--- config.mk ---
export PLATFORM = sky130hd
export DESIGN_NAME = cacheWay
export DESIGN_NICKNAME = d
export VERILOG_FILES = /design/src/design/cachePkg.sv /design/src/design/cacheWay.sv
export SDC_FILE = /design/constraint.sdc
export NUM_CORES = 2
export LEC_CHECK = 0
export BUFFER_PORTS_ARGS = -buffer_cell sky130_fd_sc_hd__buf_2
export CAP_MARGIN = 20
export CORE_UTILIZATION = 33
export CTS_BUF_LIST = sky130_fd_sc_hd__clkbuf_8
export CTS_CLUSTER_DIAMETER = 50
export DETAILED_ROUTE_END_ITERATION = 12
export HOLD_SLACK_MARGIN = 0.12
export PLACE_DENSITY = 0.57
export SYNTH_ARGS = -nofsm -noshare
export SYNTH_HDL_FRONTEND = slang
export SYNTH_SLANG_ARGS = --single-unit
--- constraint.sdc ---
create_clock -name clk -period 8.4 [get_ports clk]
set_clock_uncertainty 0.1 [all_clocks]
set_input_delay 1.68 -clock clk [delete_from_list [all_inputs] [get_ports clk]]
set_output_delay 1.68 -clock clk [all_outputs]
set_load 0.02 [all_outputs]
--- src/design/cachePkg.sv ---
/*
  Shared sizes and types of the L1 data cache. Line size and set count are fixed
  here. The way count is a module parameter of the top level.
*/
package cachePkg;

  localparam int WordBits    = 32;
  localparam int AdrBits     = 32;
  localparam int LineWords   = 4;
  localparam int NumSets     = 16;
  localparam int ByteSelBits = 2;
  localparam int WordSelBits = $clog2(LineWords);
  localparam int IndexBits   = $clog2(NumSets);
  localparam int TagBits     = AdrBits - IndexBits - WordSelBits - ByteSelBits;

  // one address word, seen flat by the bus side and as fields by the arrays
  typedef union packed {
    logic [AdrBits-1:0] flat;
    struct packed {
      logic [TagBits-1:0]     tag;
      logic [IndexBits-1:0]   index;
      logic [WordSelBits-1:0] wordOffset;
      logic [ByteSelBits-1:0] byteOffset;
    } fields;
  } cacheAdrT;

  typedef logic [LineWords-1:0][WordBits-1:0] lineT;

  typedef enum logic [3:0] {
    stReady, stFetchWait, stFetchDone, stEvictDirty, stWriteLine,
    stFlushStart, stFlushCheck, stFlushIncr, stFlushWriteBack, stFlushClearDirty
  } cacheStateT;

endpackage
--- src/design/cacheWay.sv ---
`timescale 1ns/1ns
/*
  One cache way: valid, dirty, tag and line arrays with a hit compare.
  Reads are combinational. Only valid and dirty are cleared by reset.
*/
module cacheWay (
  input  logic                               clk,
  input  logic                               reset,
  input  logic [cachePkg::IndexBits-1:0]     index,
  input  logic [cachePkg::TagBits-1:0]       lookupTag,
  input  logic [cachePkg::WordSelBits-1:0]   wordOffset,
  input  logic [cachePkg::WordBits-1:0]      writeData,
  input  cachePkg::lineT                     fillLine,
  input  logic [cachePkg::TagBits-1:0]       fillTag,
  input  logic                               wayWriteLine,
  input  logic                               wayWriteWord,
  input  logic                               wayClearDirty,
  output logic                               wayHit,
  output logic                               wayDirty,
  output logic [cachePkg::TagBits-1:0]       wayTag,
  output cachePkg::lineT                     wayLine
);
  import cachePkg::*;

  logic [NumSets-1:0] valid;
  logic [NumSets-1:0] dirty;
  logic [TagBits-1:0] tags  [NumSets];
  lineT               lines [NumSets];

  always_ff @(posedge clk) begin
    if (reset) begin
      valid <= '0;
      dirty <= '0;
    end else if (wayWriteLine) begin
      // a fresh fill matches memory
      valid[index] <= 1'b1;
      dirty[index] <= 1'b0;
    end else if (wayWriteWord) begin
      dirty[index] <= 1'b1;
    end else if (wayClearDirty) begin
      dirty[index] <= 1'b0;
    end
  end

  always_ff @(posedge clk) begin
    if (wayWriteLine) begin
      tags[index]  <= fillTag;
      lines[index] <= fillLine;
    end else if (wayWriteWord) begin
      lines[index][wordOffset] <= writeData;
    end
  end

  assign wayTag   = tags[index];
  assign wayLine  = lines[index];
  assign wayDirty = valid[index] & dirty[index];
  assign wayHit   = valid[index] & (tags[index] == lookupTag);

endmodule

==> results.json <==
{
  "tightest_slew_ps": 1100,
  "timing.final.crit_share_pct": 81.9,
  "drive_gt1_share_pct": 39.3,
  "hold_class": "register to register",
  "min_path_cells": 2,
  "p_sw_share_pct": 23.8,
  "cts.sinks": 2464,
  "clk_latency_ps": 1020,
  "reg2regPathDepth": 2,
  "hold_buffers": 0,
  "path_buf_inv": 3,
  "p_seq_share_pct": 54.4,
  "drtIter0Drc": 4737,
  "final_area_mm2": 0.110,
  "grt_pass1_wl_um": 372000,
  "die_h_um": 539,
  "die_w_um": 539,
  "synthFlopType": "edfxtp_1",
  "leakagePower_nw": 35.0,
  "crit_path_top_delay_cell": "mux4_1",
  "grt_pass1_vias": 47700,
  "root_buffer": "clkbuf_8",
  "yosysWarnings": 0,
  "tritoncts": "built",
  "ys_seq_area_share_pct": 77.4,
  "cts_max_level": 5,
  "path_clk_slew_ps": 50,
  "grt_max_degree": 110,
  "maxSlewViolCount": 0,
  "crit_path_start_kind": "primary input",
  "drtAntennaViolNets": 0,
  "num_vias": 46000,
  "wl_um": 267000,
  "fin_setup_tns_ps": 0,
  "crit_fanout": 62,
  "synth_seq_cells": 2464,
  "place.gp.congestion": 0.773,
  "fill_cells": 25600,
  "finalSetupViolations": 0,
  "crit_arrival_ps": 5100,
  "die-area_mm2": 0.291,
  "grtUsageTotal_pct": 18.1,
  "placed_cell_area_mm2": 0.102,
  "pwr_density_cell_mw_per_mm2": 232,
  "clk_path_buf_depth": 4,
  "cp.required_ps": 6620,
  "rsz0062_at_grt": "no",
  "cts_setup_buffers": 0,
  "wl_per_cell_um": 30.5,
  "io_buffers": 372,
  "pwr-share-clk_pct": 38.7,
  "combPwrFrac_pct": 6.9,
  "period_minus_slack_ps": 6880,
  "reg2reg_slack_ps": 7610,
  "vdd_ir_drop_max_v": 0.000167,
  "hold_violations": 0,
  "outcome": "complete, no violations",
  "ys_async_sr_fraction_pct": 0,
  "viasPerCell": 5.25,
  "num_io_pins": 373,
  "start_util_pct": 33.3,
  "cts_buffers": 407,
  "postSynthAreaPerCell_um2": 24.1,
  "worstPathCellList": "buf_8 > buf_12 > mux4_1 > mux4_2 > xor2_1 > or4_4 > nor4_2 > buf_2",
  "p_sw_mw": 6.08,
  "synth_edf_count": 2432,
  "path_class": "primary input to primary output",
  "ys_types": 48,
  "final_nets": 4863,
  "fmax_mhz": 145,
  "core_area_mm2": 0.286,
  "area_growth_pct": 15.6,
  "slowest_delay_ps": 620,
  "drc_errors": 0,
  "fp-row-count": 196,
  "syn_inst": 3957,
  "cap_violations": 0,
  "min-delay-start": "valid[7]$_SDFFE_PP0P_",
  "antenna_found_initial": 66,
  "synth_area_mm2": 0.0952,
  "cp-end-kind": "primary output",
  "syn_nets": 4176,
  "gr-total-overflow": 0,
  "cpLargestDelayFamily": "multiplexers",
  "holdPathEnd": "valid[7]$_SDFFE_PP0P_",
  "maxSlewHeadroom_pct": 26.4,
  "dr.pass1.iters": 6,
  "p_int_mw": 19.5,
  "ctsResizeCount": 0,
  "place_hpwl_um": 151000
}
## cell usage in the layout (no fill, tap or decap), types with 6 or more instances in the layout
cell and instances:
edfxtp_1 2432, mux4_2 732, clkbuf_8 409, buf_2 368
mux2_2 139, inv_1 121, clkinv_1 115, buf_4 110
nor2_4 68, clkinv_2 56, nor2_1 47, nand2_1 46
mux2i_1 39, o21ai_0 34, dfxtp_1 32, diode_2 30
a21oi_1 30, xnor2_1 18, nand3_1 17, and3_1 16
xor2_1 14, a22oi_1 12, bufinv_16 12, buf_12 12
mux4_1 9, inv_12 9, o221ai_1 6
## per-layer routing
metal | part of all wire, % | global-route usage, % | vias to the layer above | routed length, µm
li1 | - | - | 18500 | -
met1 | 40 | 24.4 | 25000 | 108000
met2 | 48 | 29.4 | 1908 | 129000
met3 | 8.4 | 4.15 | 464 | 22400
met4 | 2.7 | 5.27 | 44 | 7090
met5 | 0.11 | 0 | - | 285
## cell usage after synthesis, types with 2 or more instances
library cell	count	area share (%)
and2_1	3	0.020
xor2_1	14	0.13
o221ai_1	6	0.055
a21oi_1	30	0.16
a22oi_1	12	0.095
o2111ai_1	2	0.018
mux4_1	9	0.25
mux2_2	139	1.6
nor2_1	115	0.45
nand3_1	18	0.095
a221oi_1	2	0.018
edfxtp_1	2432	77
nand2_1	46	0.18
and3_1	17	0.11
mux4_2	732	17
a211oi_1	2	0.016
nor4_1	2	0.013
buf_2	50	0.26
inv_1	12	0.047
clkbuf_1	114	0.45
o31ai_1	2	0.016
nor2b_1	4	0.026
buf_1	35	0.14
mux2i_1	39	0.41
buf_4	9	0.071
buf_6	7	0.083
a222oi_1	2	0.021
xnor2_1	18	0.17
dfxtp_1	32	0.67
o21ai_0	34	0.18
## kinds of logic (layout without fill, tap and decap cells)
| group | Yosys count | after routing | synth area share, % |
|---|---|---|---|
| xor gates and xnor gates | 32 | 32 | 0.294 |
| other | 0 | 30 | 0 |
| AOI/OAI and AO/OA | 101 | 101 | 0.653 |
| buffers and inverters | 229 | 1240 | 1.08 |
| and+or+nand+nor | 212 | 212 | 0.961 |
| DFF | 2464 | 2464 | 77.4 |
| muxes | 919 | 919 | 19.6 |
## metrics by stage
stage	hold slack, ps	setup slack [ps]	power [mW]	cells	util [%]
2_1_floorplan	335	2410	15.2	3957	-
3_3_place_gp	345	1450	15.9	7995	35.8
3_5_place_dp	355	1480	15.9	7996	35.8
4_1_cts	370	1460	25.8	8729	38.5
5_1_grt	382	1360	26.4	8737	38.5
6_report	368	1520	25.5	8760	38.5
## cell type report
class	instances	area [µm²]	area share, %
diodes	30	75.1	0.0682
clock buffers	409	5630	5.11
clock inverters	324	1940	1.77
inverters	13	48.8	0.0443
multi-input cells	1264	21000	19.1
flip-flops and latches	2464	73700	66.9
well taps	3762	4710	4.28
repair buffers	494	2970	2.70
## registers in the layout (all words and copies together), names as in the netlist, named ones only
register,flops
tags,384
valid,16
lines,2048
## worst max path at each step
stage	startpoint	end	cells after the start	slack, ps
global route	index[0]	wayHit	9	1360
global placement	index[0]	wayHit	9	1450
finish	index[0]	wayHit	8	1520
floorplan	index[1]	wayHit	11	2410
detailed placement	index[0]	wayHit	8	1480
CTS	index[0]	wayHit	9	1460
## power by group through the flow
stage	Combinational (mW)	Clock, mW	Sequential, mW
6_report	1.76	9.90	13.9
5_1_grt	1.87	10.7	13.9
4_1_cts	1.81	10.1	13.9
3_5_place_dp	1.80	0	14.1
3_3_place_gp	1.78	0	14.1
2_1_floorplan	1.05	0	14.1
## worst min-delay path, cell delays in order, from the launching register on
cell	delay, ps
dfxtp_1	320
nor2_1	50
nor2_1	70
No activity file was read; power rests on OpenSTA's default activity.
