===== src/design/cachePkg.sv =====
/*
  Shared sizes and types of the L1 data cache. Line size and set count are fixed
  here. The way count is a module parameter of the top level.
*/
package cachePkg;

  localparam int WordBits    = 32;
  localparam int AdrBits     = 32;
  localparam int LineWords   = 4;
  localparam int NumSets     = 16;
  localparam int ByteSelBits = 2;
  localparam int WordSelBits = $clog2(LineWords);
  localparam int IndexBits   = $clog2(NumSets);
  localparam int TagBits     = AdrBits - IndexBits - WordSelBits - ByteSelBits;

  // one address word, seen flat by the bus side and as fields by the arrays
  typedef union packed {
    logic [AdrBits-1:0] flat;
    struct packed {
      logic [TagBits-1:0]     tag;
      logic [IndexBits-1:0]   index;
      logic [WordSelBits-1:0] wordOffset;
      logic [ByteSelBits-1:0] byteOffset;
    } fields;
  } cacheAdrT;

  typedef logic [LineWords-1:0][WordBits-1:0] lineT;

  typedef enum logic [3:0] {
    stReady, stFetchWait, stFetchDone, stEvictDirty, stWriteLine,
    stFlushStart, stFlushCheck, stFlushIncr, stFlushWriteBack, stFlushClearDirty
  } cacheStateT;

endpackage

===== src/design/cacheFsm.sv =====
`timescale 1ns/1ns
/*
  Cache controller. The CPU holds read, write, flush and adr until it sees stall low
  at a rising edge. read and write are never both high, and flush wins over both.
*/
module cacheFsm (
  input  logic                 clk,
  input  logic                 reset,
  input  logic                 read,
  input  logic                 write,
  input  logic                 flush,
  input  logic                 hit,
  input  logic                 victimDirty,
  input  logic                 busAck,
  input  logic                 flushSetLast,
  input  logic                 flushWayLast,
  output logic                 stall,
  output logic                 fetchLine,
  output logic                 writeLine,
  output logic                 lineWriteEn,
  output logic                 wordWriteEn,
  output logic                 clearDirty,
  output logic                 selEvict,
  output logic                 selFlush,
  output logic                 flushSetEn,
  output logic                 flushWayEn,
  output logic                 flushSetRst,
  output logic                 flushWayRst,
  output cachePkg::cacheStateT state
);
  import cachePkg::*;

  cacheStateT nextState;
  logic       access;
  logic       anyMiss;
  logic       flushDone;
  logic       setStep;
  logic       walkStep;

  assign access    = (read | write) & ~flush;
  assign anyMiss   = access & ~hit;
  assign flushDone = flushSetLast & flushWayLast;
  assign setStep   = flushWayLast & ~flushSetLast;

  always_ff @(posedge clk) begin
    if (reset) begin
      state <= stReady;
    end else begin
      state <= nextState;
    end
  end

  ////////////////////
  // next state
  ////////////////////
  always_comb begin
    nextState = state;
    case (state)
      stReady:
        if (flush)
          nextState = stFlushStart;
        else if (anyMiss)
          nextState = stFetchWait;
      stFetchWait:
        if (busAck)
          nextState = stFetchDone;
      // evict only when the line we are about to replace holds new data
      stFetchDone:
        nextState = victimDirty ? stEvictDirty : stWriteLine;
      stEvictDirty:
        if (busAck)
          nextState = stWriteLine;
      stWriteLine:
        nextState = stReady;
      stFlushStart:
        nextState = stFlushCheck;
      stFlushCheck:
        if (victimDirty)
          nextState = stFlushWriteBack;
        else if (flushDone)
          nextState = stReady;
        else if (flushWayLast)
          nextState = stFlushIncr;
      stFlushIncr:
        nextState = stFlushCheck;
      stFlushWriteBack:
        if (busAck)
          nextState = stFlushClearDirty;
      stFlushClearDirty:
        if (flushDone)
          nextState = stReady;
        else if (flushWayLast)
          nextState = stFlushIncr;
        else
          nextState = stFlushCheck;
      default:
        nextState = stReady;
    endcase
  end

  ////////////////////
  // outputs
  ////////////////////
  always_comb begin
    case (state)
      stReady:           stall = flush | anyMiss;
      stFlushCheck:      stall = victimDirty | ~flushDone;
      stFlushClearDirty: stall = ~flushDone;
      default:           stall = 1'b1;
    endcase
  end

  assign fetchLine   = (state == stReady) & anyMiss;
  assign writeLine   = ((state == stFetchDone) | (state == stFlushCheck)) & victimDirty;
  assign lineWriteEn = (state == stWriteLine);
  assign wordWriteEn = (state == stReady) & access & write & hit;
  assign clearDirty  = (state == stFlushClearDirty);

  assign selEvict = (state == stEvictDirty);
  assign selFlush = (state == stFlushStart) | (state == stFlushCheck) |
                    (state == stFlushIncr) | (state == stFlushWriteBack) |
                    (state == stFlushClearDirty);

  // the walk moves on after a clean check or after clearing a written-back line
  assign walkStep    = ((state == stFlushCheck) & ~victimDirty) | (state == stFlushClearDirty);
  assign flushSetEn  = walkStep & setStep;
  assign flushWayEn  = walkStep & ~flushDone;
  assign flushSetRst = (state == stReady);
  assign flushWayRst = (state == stReady) | (state == stFlushIncr);

endmodule


===== config.mk =====
export PLATFORM = sky130hd
export DESIGN_NAME = cacheFsm
export DESIGN_NICKNAME = d
export VERILOG_FILES = /design/src/design/cachePkg.sv /design/src/design/cacheFsm.sv
export SDC_FILE = /design/constraint.sdc
export NUM_CORES = 1
export LEC_CHECK = 0
export BUFFER_PORTS_ARGS = -buffer_cell sky130_fd_sc_hd__buf_4
export CORE_AREA = 2 2 39 41
export DETAILED_ROUTE_END_ITERATION = 12
export DIE_AREA = 0 0 41 43
export HOLD_SLACK_MARGIN = 0.05
export PLACE_DENSITY = 0.71
export SETUP_SLACK_MARGIN = 0.02
export SYNTH_ARGS = -nofsm -noshare
export SYNTH_HDL_FRONTEND = slang
export SYNTH_SLANG_ARGS = --single-unit

===== constraint.sdc =====
create_clock -name clk -period 1.5 [get_ports clk]
set_input_delay 0.225 -clock clk [delete_from_list [all_inputs] [get_ports clk]]
set_output_delay 0.225 -clock clk [all_outputs]
set_load 0.05 [all_outputs]

==> results.toml <==
[timing]
timing.fmax_mhz = 580
layout_min_cycle_time_ns = 1.72
finalCritPeriodShare = 1.15
tns_ns = -1.07
setup_viol = 12
slew_headroom = 0.756
hold_viol = 0
final.setup_skew_ns = 0.00242
rsz0062_at_grt = "true"
worst_slack_ns = -0.223
slew_violations = 0
worst_slew_pin_slew_ns = 0.366

[synth]
synth_fp_nets = 79
syn-cell-area_um2 = 528
synth_top_area_frac = 0.152
synth_ff_type = "dfxtp_1"
syn_inst = 69
yosys.area.top_type = "dfxtp_1"
synth.distinct_cells = 36
synth_warnings = 0
synth_area_leaders = "dfxtp_1 15%, nor2_1 6.4%, buf_4 5.7%, nand2_1 4.3%, nand4bb_1 4.3%"
synth_seq_cells = 4
yosysSeqAreaShare = 0.152
syn_avg_cell_area_um2 = 7.65
synth-edff-count = 0
ys_async_sr_fraction = 0

[power]
p_per_area_nw_per_um2 = 2130
p_leak_nw = 0.496
p_total_w = 0.00251
vdd_ir_drop_max_mv = 1.70

[critical_path]
endpoint_kind = "primary output"
cp.required_ns = 1.27
critPathBufInv = 2
path_class = "flop to primary output"
cp_max_fo = 4
critPathTopFamily = "simple AND/OR/NAND/NOR gates"
crit_chain = "nor4_4, buf_4, nand3b_4, o21a_4, buf_8"
max_stage_delay_ns = 0.37
arrival_ns = 1.50
worstSetupStartpointType = "flop"
slowest_stage = "nor4_4"

[cells_and_area]
final_cell_mix = "32 x buf_4, 12 x buf_6, 7 x nor2_4"
largest_register = "state"
largest_register_ffs = 4
finalNetCount = 128
layout-drive-gt1-share = 0.726
reg_top3 = "state: 4 flops"
num_antenna_cells = 0
area.growth.synth_to_final_pct = 123
final_common_cell = "buf_4"

[placement]
place_congestion = 0.867
dp_hpwl_um = 1340
portBuffers = 25

[grt]
grt_busiest_layer = "met2"
grt_usage = 0.209
grt_pass1_wl_um = 2460
use_met2 = 0.325
antenna_found_initial = 0
grt_pass1_vias = 597
grt_overflow = 0
gr-usage-met1 = 0.254
grt_max_degree = 12
met3_usage = 0.0524

[clocking]
clk_pin_slew_ns = 0.04
cts_made_buffers = 3
h-tree-depth = 1
cts_tree = "yes"
clock_latency_ns = 0.24
cts_root_buf = "clkbuf_4"
cts_buffer_depth = 2
cts_sinks = 4
hold_buffers = 0

[route]
wl_per_cell_um = 15.4
wl_um = 2050
drtIter0Drc = 20
firstDrtPassIters = 4
vias_per_cell = 5.69
vias = 757
antenna_left = 0
drc_errors = 0

[floorplan]
num_rows = 14
die-area_um2 = 1760
die_h_um = 43
die_w_um = 41
io_pins = 26
coreArea_um2 = 1380
initial_core_util = 0.382

[flow_run]
drv_cap = 0

[hold_path]
worst_hold_path_type = "input port to flop"

[outcome]
status = "finished with violations"
violations = "negative setup slack"
Yosys cell counts (all sizes together), types with 2 or more instances:
| library cell | number |
|---|---|
| nor2 | 9 |
| nand2 | 6 |
| buf | 5 |
| dfxtp | 4 |
| a211oi | 3 |
| a21oi | 3 |
| and3 | 3 |
| inv | 3 |
| nand2b | 3 |
| nor3 | 3 |
| o21a | 3 |
| and2b | 2 |
| nand4bb | 2 |
| nor4 | 2 |
| o21ai | 2 |
cells by family after synthesis:
logic type | count (synthesis) | share of synthesized area
simple gates | 39 | 0.488
flops | 4 | 0.152
buf+inv | 8 | 0.0995
compound gates | 18 | 0.261
what timing repair did:
| action | 4_1_cts | 5_1_grt |
|---|---|---|
| setup endpoints to repair | 12 | 15 |
| endpoints found under the hold margin | 0 | 0 |
| pin swaps | 6 | 13 |
| resized for setup | 20 | 24 |
| buffers inserted | 3 | 9 |
worst reg2reg max path, cell delays in order, from the launching register on:
cell and delay [ns]:
dfxtp_4 0.36, buf_6 0.13, buf_6 0.10, and2b_1 0.22, o21ai_4 0.18, nand4_1 0.19, o31ai_1 0.29
power breakdown:
group	internal, W	switching [W]	leakage [nW]	total, W
clock	0.000100	0.0000509	0.0150	0.000151
sequential	0.000168	0.0000759	0.0356	0.000244
combinational	0.000926	0.00119	0.446	0.00211
total	0.00119	0.00132	0.496	0.00251
per-layer routing:
layer / part of all wire / vias to the layer above
met5: 0 / -
met1: 0.41 / 361
met4: 0.020 / 0
met2: 0.51 / 36
met3: 0.056 / 4
li1: - / 356
through the flow:
step / setup WS (ns) / hold WS [ns] / utilization / cell area (um2) / std cells
final: -0.223 / 0.188 / 0.851 / 1180 / 133
after CTS: -0.213 / 0.189 / 0.711 / 983 / 124
after floorplan: -0.624 / 0.288 / - / 611 / 69
after global routing: -0.256 / 0.185 / 0.851 / 1180 / 133
after global placement: -0.0575 / 0.441 / 0.621 / 860 / 117
after detailed placement: -0.0912 / 0.439 / 0.621 / 860 / 117
worst paths after layout:
check	depth (start not counted)	endpoint	slack (ns)	startpoint
min	2	state[2]$_SDFFE_PP0P_	0.19	reset
min reg2reg	2	state[3]$_SDFFE_PP0P_	0.70	state[0]$_SDFFE_PP0P_
max reg2reg	6	state[1]$_SDFFE_PP0P_	-0.07	state[3]$_SDFFE_PP0P_
max	5	stall	-0.22	state[1]$_SDFFE_PP0P_
cell type report:
cell class              count  area (um2)
flip-flops and latches      4        95.1
multi-input cells          57         572
clock buffers               4        26.3
repair buffers             49         450
inverters                   3        13.8
fillers                    80         206
well taps                  16        20.0
Power figures use the tool's default switching activity.
