==> src/design/cachePkg.sv <==
/*
  Shared sizes and types of the L1 data cache. Line size and set count are fixed
  here. The way count is a module parameter of the top level.
*/
package cachePkg;

  localparam int WordBits    = 32;
  localparam int AdrBits     = 32;
  localparam int LineWords   = 4;
  localparam int NumSets     = 16;
  localparam int ByteSelBits = 2;
  localparam int WordSelBits = $clog2(LineWords);
  localparam int IndexBits   = $clog2(NumSets);
  localparam int TagBits     = AdrBits - IndexBits - WordSelBits - ByteSelBits;

  // one address word, seen flat by the bus side and as fields by the arrays
  typedef union packed {
    logic [AdrBits-1:0] flat;
    struct packed {
      logic [TagBits-1:0]     tag;
      logic [IndexBits-1:0]   index;
      logic [WordSelBits-1:0] wordOffset;
      logic [ByteSelBits-1:0] byteOffset;
    } fields;
  } cacheAdrT;

  typedef logic [LineWords-1:0][WordBits-1:0] lineT;

  typedef enum logic [3:0] {
    stReady, stFetchWait, stFetchDone, stEvictDirty, stWriteLine,
    stFlushStart, stFlushCheck, stFlushIncr, stFlushWriteBack, stFlushClearDirty
  } cacheStateT;

endpackage
==> src/design/cacheWayCombine.sv <==
`timescale 1ns/1ns
/*
  Merges the ways into hit, read data and victim information and steers the write
  enables. Replacement is round-robin per set, advanced on every line fill.
*/
module cacheWayCombine #(
  parameter int NumWays = 2
) (
  input  logic                               clk,
  input  logic                               reset,
  input  logic [NumWays-1:0]                 wayHit,
  input  logic [NumWays-1:0]                 wayDirty,
  input  logic [cachePkg::TagBits-1:0]       wayTag [NumWays],
  input  cachePkg::lineT                     wayLine [NumWays],
  input  logic [cachePkg::IndexBits-1:0]     index,
  input  logic [cachePkg::WordSelBits-1:0]   wordOffset,
  input  logic                               selFlush,
  input  logic [$clog2(NumWays)-1:0]         flushWay,
  input  logic                               lineWriteEn,
  input  logic                               wordWriteEn,
  input  logic                               clearDirty,
  output logic                               hit,
  output logic [cachePkg::WordBits-1:0]      readData,
  output logic                               victimDirty,
  output logic [cachePkg::TagBits-1:0]       victimTag,
  output cachePkg::lineT                     victimLine,
  output logic [NumWays-1:0]                 wayWriteLine,
  output logic [NumWays-1:0]                 wayWriteWord,
  output logic [NumWays-1:0]                 wayClearDirty
);
  import cachePkg::*;

  localparam int WayBits = $clog2(NumWays);

  logic [WayBits-1:0] rrPtr [NumSets];
  logic [WayBits-1:0] victim;

  always_ff @(posedge clk) begin
    if (reset) begin
      for (int s = 0; s < NumSets; s++) begin
        rrPtr[s] <= '0;
      end
    end else if (lineWriteEn) begin
      rrPtr[index] <= rrPtr[index] + 1'b1;
    end
  end

  assign victim      = selFlush ? flushWay : rrPtr[index];
  assign victimDirty = wayDirty[victim];
  assign victimTag   = wayTag[victim];
  assign victimLine  = wayLine[victim];

  // at most one way hits, so an OR of the gated words is the read mux
  always_comb begin
    readData = '0;
    for (int w = 0; w < NumWays; w++) begin
      if (wayHit[w]) begin
        readData = readData | wayLine[w][wordOffset];
      end
    end
  end

  assign hit          = |wayHit;
  assign wayWriteWord = {NumWays{wordWriteEn}} & wayHit;

  always_comb begin
    for (int w = 0; w < NumWays; w++) begin
      wayWriteLine[w]  = lineWriteEn & (victim == WayBits'(w));
      wayClearDirty[w] = clearDirty & (victim == WayBits'(w));
    end
  end

endmodule

==> config.mk <==
export PLATFORM = sky130hd
export DESIGN_NAME = cacheWayCombine
export DESIGN_NICKNAME = d
export VERILOG_FILES = /design/src/design/cachePkg.sv /design/src/design/cacheWayCombine.sv
export SDC_FILE = /design/constraint.sdc
export NUM_CORES = 1
export LEC_CHECK = 0
export ABC_AREA = 1
export BUFFER_PORTS_ARGS = -buffer_cell sky130_fd_sc_hd__buf_4
export CAP_MARGIN = 5
export CORE_AREA = 2 2 199 201
export CTS_BUF_LIST = sky130_fd_sc_hd__clkbuf_16
export DETAILED_ROUTE_END_ITERATION = 8
export DIE_AREA = 0 0 201 203
export MAX_ROUTING_LAYER = met4
export PLACE_DENSITY = 0.35
export SLEW_MARGIN = 10
export SYNTH_ARGS = -nofsm -noshare
export SYNTH_HDL_FRONTEND = slang
export SYNTH_SLANG_ARGS = --single-unit
==> constraint.sdc <==
create_clock -name clk -period 3.59 [get_ports clk]
set_input_delay 0.8975 -clock clk [delete_from_list [all_inputs] [get_ports clk]]
set_output_delay 0.8975 -clock clk [all_outputs]
set_load 0.01 [all_outputs]
==> run summary <==
* maximum clock path buffer count: 2
* register clock-pin slew on the reported worst setup and hold paths: 50 ps
* RSZ-0062 raised after global routing: false
* worst-path cell chain: buf_4 -> inv_4 -> nand2_1 -> nand2_1 -> nand2_1 -> nand2_1 -> nand2_1 -> nand2_1 -> o21ai_4 -> buf_12 -> nand3_1 -> nand2_1 -> buf_4
* area share of the leading cell type in the synthesized netlist: 27.5%
* simple-gate portion of the synthesized area: 65.0%
* kind of end point of the critical path: primary output
* final-layout fill cell count: 4468
* sequential element share of the synthesized area: 8.64%
* DRC violations left: 0
* maximum number of pins on one net before global-route repair: 77
* fraction of the mapped netlist area in compound gates: 16.1%
* Worst Setup Path Type: in -> out
* most flop-heavy register: rrPtr
* Critical Path Max Stage Delay: 290 ps
* number of design-rule violations left by the first detailed-router iteration: 681
* Post-CTS Repair Setup Buffers: 0
* adder-cell share of the synthesized area: 0%
* detailed-routing iteration count for the pre-antenna-repair pass: 5
* Netlist cell types: 18
* clock tree from TritonCTS: yes
* global-route wire length before repair: 64200 um
* Net count, final: 1906
* Worst Min Path Start: index[1]
* main combinational cell family by area after synthesis: simple AND/OR/NAND/NOR gates
* most used cell, CP: sky130_fd_sc_hd__nand2_1
* Total Negative Setup Slacks: 0 ps
* maximum operating frequency: 0.296 GHz
* peak supply drop: 0.104 mV
* data required time at the worst endpoint: 2690 ps
* count of hold-fix buffers inserted at cts: 0
* setup ws final: 211 ps
* DP Wirelength: 34800 um
* placer's final routability congestion estimate: 0.883
* count of input and output buffers: 512
* root buf cell: sky130_fd_sc_hd__clkbuf_16
* number of CTS-inserted buffers: 3
* Reg-to-Reg Start: rrPtr[4]$_SDFFCE_PN0P_
* initial antenna violation count: 1
* crit path max fanout: 67
* IO Count: 513
* die height: 203 um
* xor and xnor fraction of the mapped netlist area: 0%
* DIE AREA: 0.0408 mm2
* max-cap violation count: 0
* areal power density over the cells: 210 mW/mm2
* core region area: 0.0385 mm2
* multiplexer fraction of the synthesized cell area: 0%
* ranking of synthesized cells by area: sky130_fd_sc_hd__nand3_1, sky130_fd_sc_hd__nand2_1, sky130_fd_sc_hd__nor2_1, sky130_fd_sc_hd__o32ai_1, sky130_fd_sc_hd__edfxtp_1
* global router's overall resource usage: 20.8%
* Hold Path Class: in -> reg
* Critical Path Slowest Stage Cell: sky130_fd_sc_hd__buf_12
* synthesized area: 0.00556 mm2
* Setup WS pre-CTS: 199 ps
* Clk Latency, worst-skew pair: 250 ps
* Rows: 72
* Die Width: 201 um
* ANT nets after route: 0
* htree depth: 1
* number of global-route vias before repair: 9883
* Slew headroom: 57.9%
* total vias in the final route: 9871
* worst slew pin tran: 631 ps
* signed area change from the synthesized netlist to the final layout: 85.9%
* Post-Synthesis Mean Instance Area: 4.90 um2
* data arrival time of the worst path: 2480 ps
* average vias per placed instance: 4.69
* synthesized flop and latch total: 16
* share of layout cells above drive strength 1: 36.3%
* leakage: 5.50 nW
* total congestion overflow after global routing: 0
* routed wirelength normalized by instance count: 20.9 um
* number of setup violations in the final report: 0
* result of the run: completed
* share of the clock period used by the worst path: 94.1%
* number of pins with negative max-slew slack in the final report: 0
* Post-Syn Nets: 1456
* starting utilization of the core area: 14.5%
* Layout Skew: 1.19 ps
* gate count after technology mapping: 1135
* number of warnings printed during yosys synthesis: 0
* kind of start point of the critical path: input port
* final critical delay including setup and external delays: 3380 ps
* final WL: 43900 um
* top flop regs: rrPtr: 16 flops
* count of clock tree sinks: 16
* count of instances resized after the clock tree is built: 0
* post-synth top area cell: sky130_fd_sc_hd__nand3_1
* flip-flop count of the largest register after layout: 16
* Worst setup startpoint: index[0]
* final number of hold-violating endpoints: 0
final timing paths:
| kind | endpoint | slack [ps] | cells after the start |
|---|---|---|---|
| worst min-delay path | rrPtr[4]$_SDFFCE_PN0P_ | 1180 | 4 |
| worst max-delay path | victimLine[103] | 210 | 13 |
| worst max register to register | rrPtr[12]$_SDFFCE_PN0P_ | 1940 | 9 |
| worst min register to register | rrPtr[15]$_SDFFCE_PN0P_ | 1450 | 9 |
cell usage in the layout, fill, tap and decap left out, types with 2 or more instances in the layout:
| master | instances |
|---|---|
| sky130_fd_sc_hd__clkbuf_16 | 3 |
| sky130_fd_sc_hd__nor3_1 | 4 |
| sky130_fd_sc_hd__inv_1 | 10 |
| sky130_fd_sc_hd__nand2_1 | 328 |
| sky130_fd_sc_hd__o21ai_0 | 64 |
| sky130_fd_sc_hd__nor2_1 | 215 |
| sky130_fd_sc_hd__nand3_1 | 306 |
| sky130_fd_sc_hd__buf_12 | 25 |
| sky130_fd_sc_hd__inv_4 | 2 |
| sky130_fd_sc_hd__edfxtp_1 | 16 |
| sky130_fd_sc_hd__clkinv_1 | 2 |
| sky130_fd_sc_hd__nand2_4 | 2 |
| sky130_fd_sc_hd__buf_4 | 537 |
| sky130_fd_sc_hd__o32ai_1 | 64 |
critical path, delay by kind of cell:
kind	cells	cell delay [ps]
simple gates	8	580
compound gates	1	230
buf+inv	4	660
cell families (layout without fill, tap and decap cells):
family,Yosys count,count (layout)
flip-flops,16,16
other,0,1
AO/OA/AOI/OAI,129,129
buffers and inverters,132,581
AND/OR/NAND/NOR,858,858
metrics by stage:
stage | cell area, um2 | hold WS, ps | util, % | total power, W | instances
floorplan | 5560 | 1020 | - | 0.000946 | 1135
detailed placement | 10300 | 1430 | 26.7 | 0.00197 | 2098
CTS | 10300 | 1170 | 26.9 | 0.00220 | 2102
global placement | 10300 | 1430 | 26.7 | 0.00197 | 2098
finish | 10300 | 1180 | 26.9 | 0.00217 | 2103
global route | 10300 | 1200 | 26.9 | 0.00234 | 2103
metal layers:
| metal | routed length (um) | share of wire, % | vias to the layer above | GRT usage, % |
|---|---|---|---|---|
| met5 | 0 | 0 | - | - |
| li1 | - | - | 4764 | - |
| met3 | 2780 | 6.3 | 24 | 3.55 |
| met1 | 18200 | 42 | 4687 | 24.7 |
| met2 | 22400 | 51 | 396 | 37.6 |
| met4 | 457 | 1.0 | 0 | 2.46 |
power breakdown:
part | switching [W] | leakage, nW | internal (W)
logic | 0.000911 | 5.29 | 0.000820
clock network | 0.0000769 | 0.0385 | 0.000148
registers | 0.00000363 | 0.166 | 0.000213
total | 0.000992 | 5.50 | 0.00118
final cells by class:
type	instances	area, um2	area share [%]
Clock inverter	1	3.75	0.0363
Inverter	14	57.6	0.557
Multi-Input combinational cell	987	4530	43.8
Sequential cell	16	480	4.65
Tap cell	518	648	6.27
Clock buffer	3	75.1	0.726
Antenna cell	1	2.50	0.0242
Timing Repair Buffer	563	4540	43.9
cells in the mapped netlist (all sizes together):
| master | count |
|---|---|
| buf | 59 |
| o21ai | 65 |
| clkbuf | 59 |
| inv | 13 |
| nor3 | 4 |
| clkinv | 1 |
| nand3 | 306 |
| or2 | 2 |
| nor2 | 216 |
| edfxtp | 16 |
| nand2 | 330 |
| o32ai | 64 |
Note: power is estimated with default switching activity, not from simulation.
