**src/design/cachePkg.sv**
```systemverilog
/*
  Shared sizes and types of the L1 data cache. Line size and set count are fixed
  here. The way count is a module parameter of the top level.
*/
package cachePkg;

  localparam int WordBits    = 32;
  localparam int AdrBits     = 32;
  localparam int LineWords   = 4;
  localparam int NumSets     = 16;
  localparam int ByteSelBits = 2;
  localparam int WordSelBits = $clog2(LineWords);
  localparam int IndexBits   = $clog2(NumSets);
  localparam int TagBits     = AdrBits - IndexBits - WordSelBits - ByteSelBits;

  // one address word, seen flat by the bus side and as fields by the arrays
  typedef union packed {
    logic [AdrBits-1:0] flat;
    struct packed {
      logic [TagBits-1:0]     tag;
      logic [IndexBits-1:0]   index;
      logic [WordSelBits-1:0] wordOffset;
      logic [ByteSelBits-1:0] byteOffset;
    } fields;
  } cacheAdrT;

  typedef logic [LineWords-1:0][WordBits-1:0] lineT;

  typedef enum logic [3:0] {
    stReady, stFetchWait, stFetchDone, stEvictDirty, stWriteLine,
    stFlushStart, stFlushCheck, stFlushIncr, stFlushWriteBack, stFlushClearDirty
  } cacheStateT;

endpackage
```
**src/design/cacheApbMover.sv**
```systemverilog
`timescale 1ns/1ns
/*
  APB requester moving one line in LineWords beats. busAdr and victimLine must hold
  for the whole transfer. busAck pulses one cycle after the last beat.
*/
module cacheApbMover (
  input  logic                            clk,
  input  logic                            reset,
  input  logic                            fetchLine,
  input  logic                            writeLine,
  input  cachePkg::cacheAdrT              busAdr,
  input  cachePkg::lineT                  victimLine,
  input  logic [cachePkg::WordBits-1:0]   prdata,
  input  logic                            pready,
  output logic                            psel,
  output logic                            penable,
  output logic                            pwrite,
  output logic [cachePkg::AdrBits-1:0]    paddr,
  output logic [cachePkg::WordBits-1:0]   pwdata,
  output logic                            busAck,
  output cachePkg::lineT                  fetchedLine
);
  import cachePkg::*;

  logic [WordSelBits-1:0] beat;
  logic                   beatDone;

  assign beatDone = psel & penable & pready;

  ////////////////////
  // two-phase APB sequencing
  ////////////////////
  always_ff @(posedge clk) begin
    if (reset) begin
      psel    <= 1'b0;
      penable <= 1'b0;
      pwrite  <= 1'b0;
      beat    <= '0;
      busAck  <= 1'b0;
    end else begin
      busAck <= 1'b0;
      if (!psel) begin
        if (fetchLine | writeLine) begin
          psel   <= 1'b1;
          pwrite <= writeLine;
          beat   <= '0;
        end
      end else if (!penable) begin
        penable <= 1'b1;
      end else if (pready) begin
        // back to setup for the next beat, or release the bus after the last
        penable <= 1'b0;
        beat    <= beat + 1'b1;
        if (beat == WordSelBits'(LineWords - 1)) begin
          psel   <= 1'b0;
          busAck <= 1'b1;
        end
      end
    end
  end

  // line buffer for the controller's fill
  always_ff @(posedge clk) begin
    if (beatDone & ~pwrite) begin
      fetchedLine[beat] <= prdata;
    end
  end

  assign paddr  = busAdr.flat + AdrBits'({beat, {ByteSelBits{1'b0}}});
  assign pwdata = victimLine[beat];

endmodule

```
**config.mk**
```make
export PLATFORM = sky130hd
export DESIGN_NAME = cacheApbMover
export DESIGN_NICKNAME = d
export VERILOG_FILES = /design/src/design/cachePkg.sv /design/src/design/cacheApbMover.sv
export SDC_FILE = /design/constraint.sdc
export NUM_CORES = 1
export LEC_CHECK = 0
export BUFFER_PORTS_ARGS = -buffer_cell sky130_fd_sc_hd__buf_2
export CAP_MARGIN = 10
export CORE_AREA = 3 3 152 154
export CTS_CLUSTER_DIAMETER = 200
export DETAILED_ROUTE_END_ITERATION = 8
export DIE_AREA = 0 0 155 157
export PLACE_DENSITY = 0.5
export SLEW_MARGIN = 20
export SYNTH_ARGS = -nofsm -noshare
export SYNTH_HDL_FRONTEND = slang
export SYNTH_SLANG_ARGS = --single-unit
```
**constraint.sdc**
```tcl
create_clock -name clk -period 4.1 [get_ports clk]
set_input_delay 1.23 -clock clk [delete_from_list [all_inputs] [get_ports clk]]
set_output_delay 1.23 -clock clk [all_outputs]
set_load 0.01 [all_outputs]
```
==> results of run 1 <==
## metal layers
layer  up-vias  part of all wire, %
li1       1991                    -
met5         -                 0.10
met2       285                   54
met4         2                  1.6
met3        18                  9.8
met1      2118                   34
## cells in the final DEF (no fill, tap or decap), drive strengths merged, types with 2 or more instances in the layout
cell      count
buf         405
and4          3
edfxtp      128
xor2          9
and3          3
nor4          4
and2          7
a21oi         3
nand2        10
nand3         7
diode         2
nor2         11
clkinv        6
clkbuf       17
dfxtp         6
ha            6
mux4         32
clkinvlp      2
nand4        13
inv          11
xnor2        19
nor3          4
## worst paths after layout
kind | endpoint | cells after the start
max | paddr[24] | 9
min | penable | 2
max reg2reg | fetchedLine[100] | 4
min reg2reg | penable | 2
## cell type report
cell class	count	area [um^2]	area share (%)
multi-input cells	139	1511	17.80
diodes	2	5.005	0.05895
well taps	280	350.3	4.127
inverters	4	15.01	0.1769
clock buffers	17	425.4	5.011
clock inverters	15	136.4	1.606
flip-flops and latches	134	3966	46.72
repair buffers	405	2079	24.50
## timing repair
item	in CTS	in global routing
pin swaps	1	5
setup endpoints to repair	1	5
setup buffers	0	3
gates resized for setup	1	5
## logic make-up after synthesis
group           count (synthesis)  synth area share [%]
mux                            32                 13.03
simple gates                   65                 7.038
buf+inv                        16                 1.312
xor+xnor                       28                 4.435
flops                         134                 71.69
fa+ha+maj                       7                 1.720
compound gates                  7                0.7694
## state kept, by name, summed over array words and instances (netlist names)
name,flops
fetchedLine,128
beat,2
busAck,1
penable,1
psel,1
pwrite,1
## worst min-delay path: stages, from the launching register on
cell     delay (ps)
dfxtp_1         330
nor2_1          100
nor3_1           50
## stage by stage
step	setup TNS (ps)	instances
2_1_floorplan	0	289
3_3_place_gp	-6.939	959
3_5_place_dp	-10.73	959
4_1_cts	0	991
5_1_grt	-7.646	996
6_report	0	996
## power by group
group | switching [mW] | total (mW) | internal, mW
sequential | 0.00491 | 1.51 | 1.51
combinational | 0.133 | 0.277 | 0.144
clock | 0.600 | 1.40 | 0.797
total | 0.738 | 3.19 | 2.45
==> results.yml, run 1 <==
placement:
  portBuffers: 388
  place.gp.congestion: 0.9111
  place_area_um2: 7871
  dp_hpwl_um: 15350
  pre_cts_slack_ps: -10.73
critical_path:
  path_cells: "buf_6, ha_4, fa_2, nand4_1, nor4_2, buf_4, nand4_1, xnor2_1, buf_2"
  path_common_cell: "nand4_1"
  critPathSlowestCell: "nor4_2"
  cp-start-kind: "input pin"
  critical_path_required_ps: 2870
  startpoint: "busAdr[2]"
  crit_fanout: 5
  r2r-start: "beat[0]"
  reg2reg_slack_ps: 1880
  cp_num_buf_inv: 3
  cp.arrival_ps: 2810
  cpLargestDelayFamily: "simple AND/OR/NAND/NOR gates"
  max_stage_delay_ps: 330
  end_kind: "primary output"
  path_class: "input pin to primary output"
global_routing:
  antenna_found_initial: 3
  overflow: 0
  grt_pass1_wl_um: 27390
  grt_pass1_vias: 4735
  gr-usage-met3_pct: 4.344
  use_met2_pct: 28.23
  use_met1_pct: 15.72
  grt_util_all_layers_pct: 14.86
  top_usage_layer: "met2"
  grt_max_degree: 38
floorplan:
  core_area_um2: 21820
  placementRows: 54
  dieArea_um2: 24340
  ioPinCount: 393
  die_y_um: 157
  die_width_um: 155
  start_util_pct: 25.34
timing:
  slew_violations: 0
  grt_setup_unrepaired: "true"
  hold_slack_ps: 521.2
  fmax_mhz: 247.3
  worstMarginPinSlew_ps: 637.0
  fin_crit_ps: 4044
  hold_viol: 0
  setup_ws_ps: 55.63
  clock_skew_ps: 14.20
  slew_headroom_pct: 57.54
  fin_crit_sh_pct: 98.64
  setup_viol: 0
pwr:
  peakVddDrop_v: 0.0002415
  power_mw: 3.187
  powerDensity_nw_per_um2: 375.5
  leakage_nw: 3.540
cts:
  htreeDepth: 4
  clock_latency_ps: 400
  ctsRootBufferMaster: "clkbuf_16"
  clk_pin_slew_ps: 70
  cts_tree: "built"
  cts_max_path_buffers: 2
  hold_buffers: 0
  cts_buffers: 17
  cts_num_sinks: 134
synth:
  netlist_area_um2: 5529
  synthTopCellsByCount: "edfxtp_1 (128), mux4_2 (32), xnor2_1 (19)"
  synthFlopType: "edfxtp_1"
  yosys.area.top_type: "edfxtp_1"
  yosysTopAreaCellShare_pct: 69.52
  synth.most_common_cell: "edfxtp_1"
  synthArstFlopShare_pct: 0
  yosysWarningCount: 0
  synth_cell_type_count: 32
  synth_fp_nets: 493
  ys_ff_latch: 134
  syn_inst: 289
  synth-edff-count: 128
  ys_seq_area_share_pct: 71.69
  synth_area_leaders: "edfxtp_1 (70%), mux4_2 (13%), xnor2_1 (3.0%)"
  avgSynthCellArea_um2: 19.13
routing:
  wire_per_inst_um: 19.20
  drc: 0
  via_per_inst: 4.432
  dr_total_vias: 4414
  first_pass_iters: 6
  final_antenna_net_count: 0
  drt-total-wl_um: 19120
  first_iter_violations: 150
worst_hold_path:
  min_from: "penable"
  min_path_type: "register to register"
finish:
  finish.utilization_pct: 38.90
  finalInstanceArea_um2: 8489
  area_delta_synth_final_pct: 53.54
  layout.nets: 905
  fill_cells: 2102
  drive_gt1_share_pct: 66.95
run_status:
  status: "finished clean"
run:
  cap_violations: 0
Note: power is estimated with default switching activity, not from simulation.
==> run 2: changes to the inputs <==
--- a/config.mk
+++ b/config.mk
@@ -5,13 +5,15 @@
 export SDC_FILE = /design/constraint.sdc
 export NUM_CORES = 1
 export LEC_CHECK = 0
+export ABC_AREA = 1
 export BUFFER_PORTS_ARGS = -buffer_cell sky130_fd_sc_hd__buf_2
 export CAP_MARGIN = 10
-export CORE_AREA = 3 3 152 154
+export CORE_AREA = 3 3 151 153
 export CTS_CLUSTER_DIAMETER = 200
 export DETAILED_ROUTE_END_ITERATION = 8
-export DIE_AREA = 0 0 155 157
-export PLACE_DENSITY = 0.5
+export DIE_AREA = 0 0 154 156
+export PLACE_DENSITY = 0.52
+export SETUP_SLACK_MARGIN = 0.3
 export SLEW_MARGIN = 20
 export SYNTH_ARGS = -nofsm -noshare
 export SYNTH_HDL_FRONTEND = slang
==> results.yml, run 2 <==
finish:
  drive_gt1_share_pct: 48.93
  top_regs: "fetchedLine x128, beat x2"
  largest_register_ffs: 128
  final_common_cell: "buf_2"
  largest_register: "fetchedLine"
  finish.utilization_pct: 40.61
  area_delta_synth_final_pct: 48.21
  fin_cells: 1218
  layout_common_cells: "buf_2 (388), edfxtp_1 (128), nor2_1 (104)"
  diodes: 0
  finalInstanceArea_um2: 8808
  layout.nets: 1129
placement:
  place_inst: 1184
  dp_hpwl_um: 16890
  place_area_um2: 8227
  place.gp.congestion: 0.9501
  portBuffers: 388
  pre_cts_slack_ps: 191.0
floorplan:
  ioPinCount: 393
  placementRows: 54
  dieArea_um2: 24020
  die_y_um: 156
  core_area_um2: 21690
  start_util_pct: 27.40
  die_width_um: 154
timing:
  fin_crit_ps: 3705
  fin_crit_sh_pct: 90.37
  hold_slack_ps: 485.2
  setup_ws_ps: 395.0
  grt_setup_unrepaired: "true"
  setup_viol: 0
  fmax_mhz: 269.9
  slew_headroom_pct: 62.90
  worstMarginPinSlew_ps: 555.8
  clock_skew_ps: 11.99
  slew_violations: 0
  fin_tns_setup_ps: 0
  hold_viol: 0
global_routing:
  grt_util_all_layers_pct: 17.08
  antenna_found_initial: 1
  grt_pass1_wl_um: 31400
  grt_max_degree: 63
  grt_pass1_vias: 5413
  overflow: 0
synth:
  yosysWarningCount: 0
  yosys.area.top_type: "edfxtp_1"
  ys_ff_latch: 134
  synth_cell_type_count: 33
  synthArstFlopShare_pct: 0
  synthTopCellsByCount: "edfxtp_1 (128), nor2_1 (108), nand2_1 (86)"
  ys_seq_area_share_pct: 66.69
  yosysTopAreaCellShare_pct: 64.67
  synth-edff-count: 128
  avgSynthCellArea_um2: 11.23
  synth.most_common_cell: "edfxtp_1"
  netlist_area_um2: 5943
  synth_fp_nets: 733
  synthFlopType: "edfxtp_1"
  syn_inst: 529
  synth_area_leaders: "edfxtp_1 (65%), nor2_1 (6.8%), o21ai_0 (5.5%)"
routing:
  via_per_inst: 4.547
  first_iter_violations: 233
  first_pass_iters: 4
  drc: 0
  dr_total_vias: 5538
  final_antenna_net_count: 0
  drt-total-wl_um: 21410
  wire_per_inst_um: 17.58
pwr:
  powerDensity_nw_per_um2: 366.9
  peakVddDrop_v: 0.0002456
  leakage_nw: 3.848
  power_mw: 3.231
cts:
  hold_buffers: 0
  clk_pin_slew_ps: 70
  clock_latency_ps: 420
  htreeDepth: 4
  cts_buffers: 17
  cts_tree: "built"
  ctsRootBufferMaster: "clkbuf_16"
  cts_max_path_buffers: 2
  cts_num_sinks: 134
critical_path:
  max_stage_delay_ps: 370
  crit_fanout: 5
  path_common_cell: "buf_2"
  cp.arrival_ps: 2470
  critical_path_required_ps: 2870
  path_class: "input pin to primary output"
  critPathSlowestCell: "fa_2"
  path_cells: "buf_2, ha_2, fa_2, nand3_4, inv_2, nand2_1, nor2_1, xor2_1, buf_2"
  reg2reg_depth: 5
  end_kind: "primary output"
  cp-start-kind: "input pin"
worst_hold_path:
  whs_path_depth: 2
  min_path_type: "register to register"
run_status:
  status: "finished clean"
run:
  cap_violations: 0
[run 2: cell count changes after synthesis, moves of 8 or more]
| cell | delta |
|---|---|
| inv_1 | +13 |
| nor2_1 | +97 |
| clkbuf_1 | +8 |
| nand2_1 | +76 |
| nand4_1 | -12 |
| xnor2_1 | -13 |
| o21ai_0 | +64 |
| o22ai_1 | +32 |
| nand3b_1 | +12 |
| mux4_2 | -32 |
[run 2: layer usage]
metal	routed length (um)	global-route usage (%)	part of all wire (%)	vias to the layer above
met5	13	0	0.061	-
met4	379	5.257	1.8	2
met3	1937	5.270	9.0	31
met2	10700	29.99	50	297
met1	8372	20.13	39	2550
li1	-	-	-	2658
[run 2: where the power goes]
group	internal [mW]	switching (mW)
Combinational	0.137	0.173
Clock	0.796	0.611
Sequential	1.51	0.00564
[run 2: path summary, 6_finish.rpt]
path | start | end | slack [ps]
max | busAdr[2] | paddr[18] | 400
min | pwrite | pwrite | 490
max reg2reg | beat[1] | fetchedLine[96] | 1840
min reg2reg | pwrite | pwrite | 490
[run 2: cell type report]
type,count,area [um^2]
Multi-Input combinational cell,354,1838
Timing Repair Buffer,399,2024
Fill cell,2185,12880
Clock buffer,17,425.4
Sequential cell,134,3965
Tap cell,280,350.3
Inverter,19,73.82
Clock inverter,15,131.4
[run 2: logic make-up (layout without fill, tap and decap cells)]
| group | Yosys count | count (layout) | share of synthesized area (%) |
|---|---|---|---|
| and+or+nand+nor | 230 | 230 | 16.97 |
| DFF | 134 | 134 | 66.69 |
| AOI/OAI and AO/OA | 102 | 102 | 9.347 |
| buffers and inverters | 41 | 450 | 3.053 |
| xor gates and xnor gates | 15 | 15 | 2.337 |
| adders and majority gates | 7 | 7 | 1.600 |
[run 2: critical path, delay by kind of cell]
kind,cells,cell delay (ps)
fa+ha+maj,2,560
xor+xnor,1,130
buf+inv,3,290
simple gates,3,250
[run 2: what timing repair did]
action | 4_1_cts | 5_1_grt
pin swaps | 2 | 2
cloned | 0 | 0
setup buffers | 2 | 0
endpoints found under the setup margin | 7 | 6
resized for setup | 1 | 2
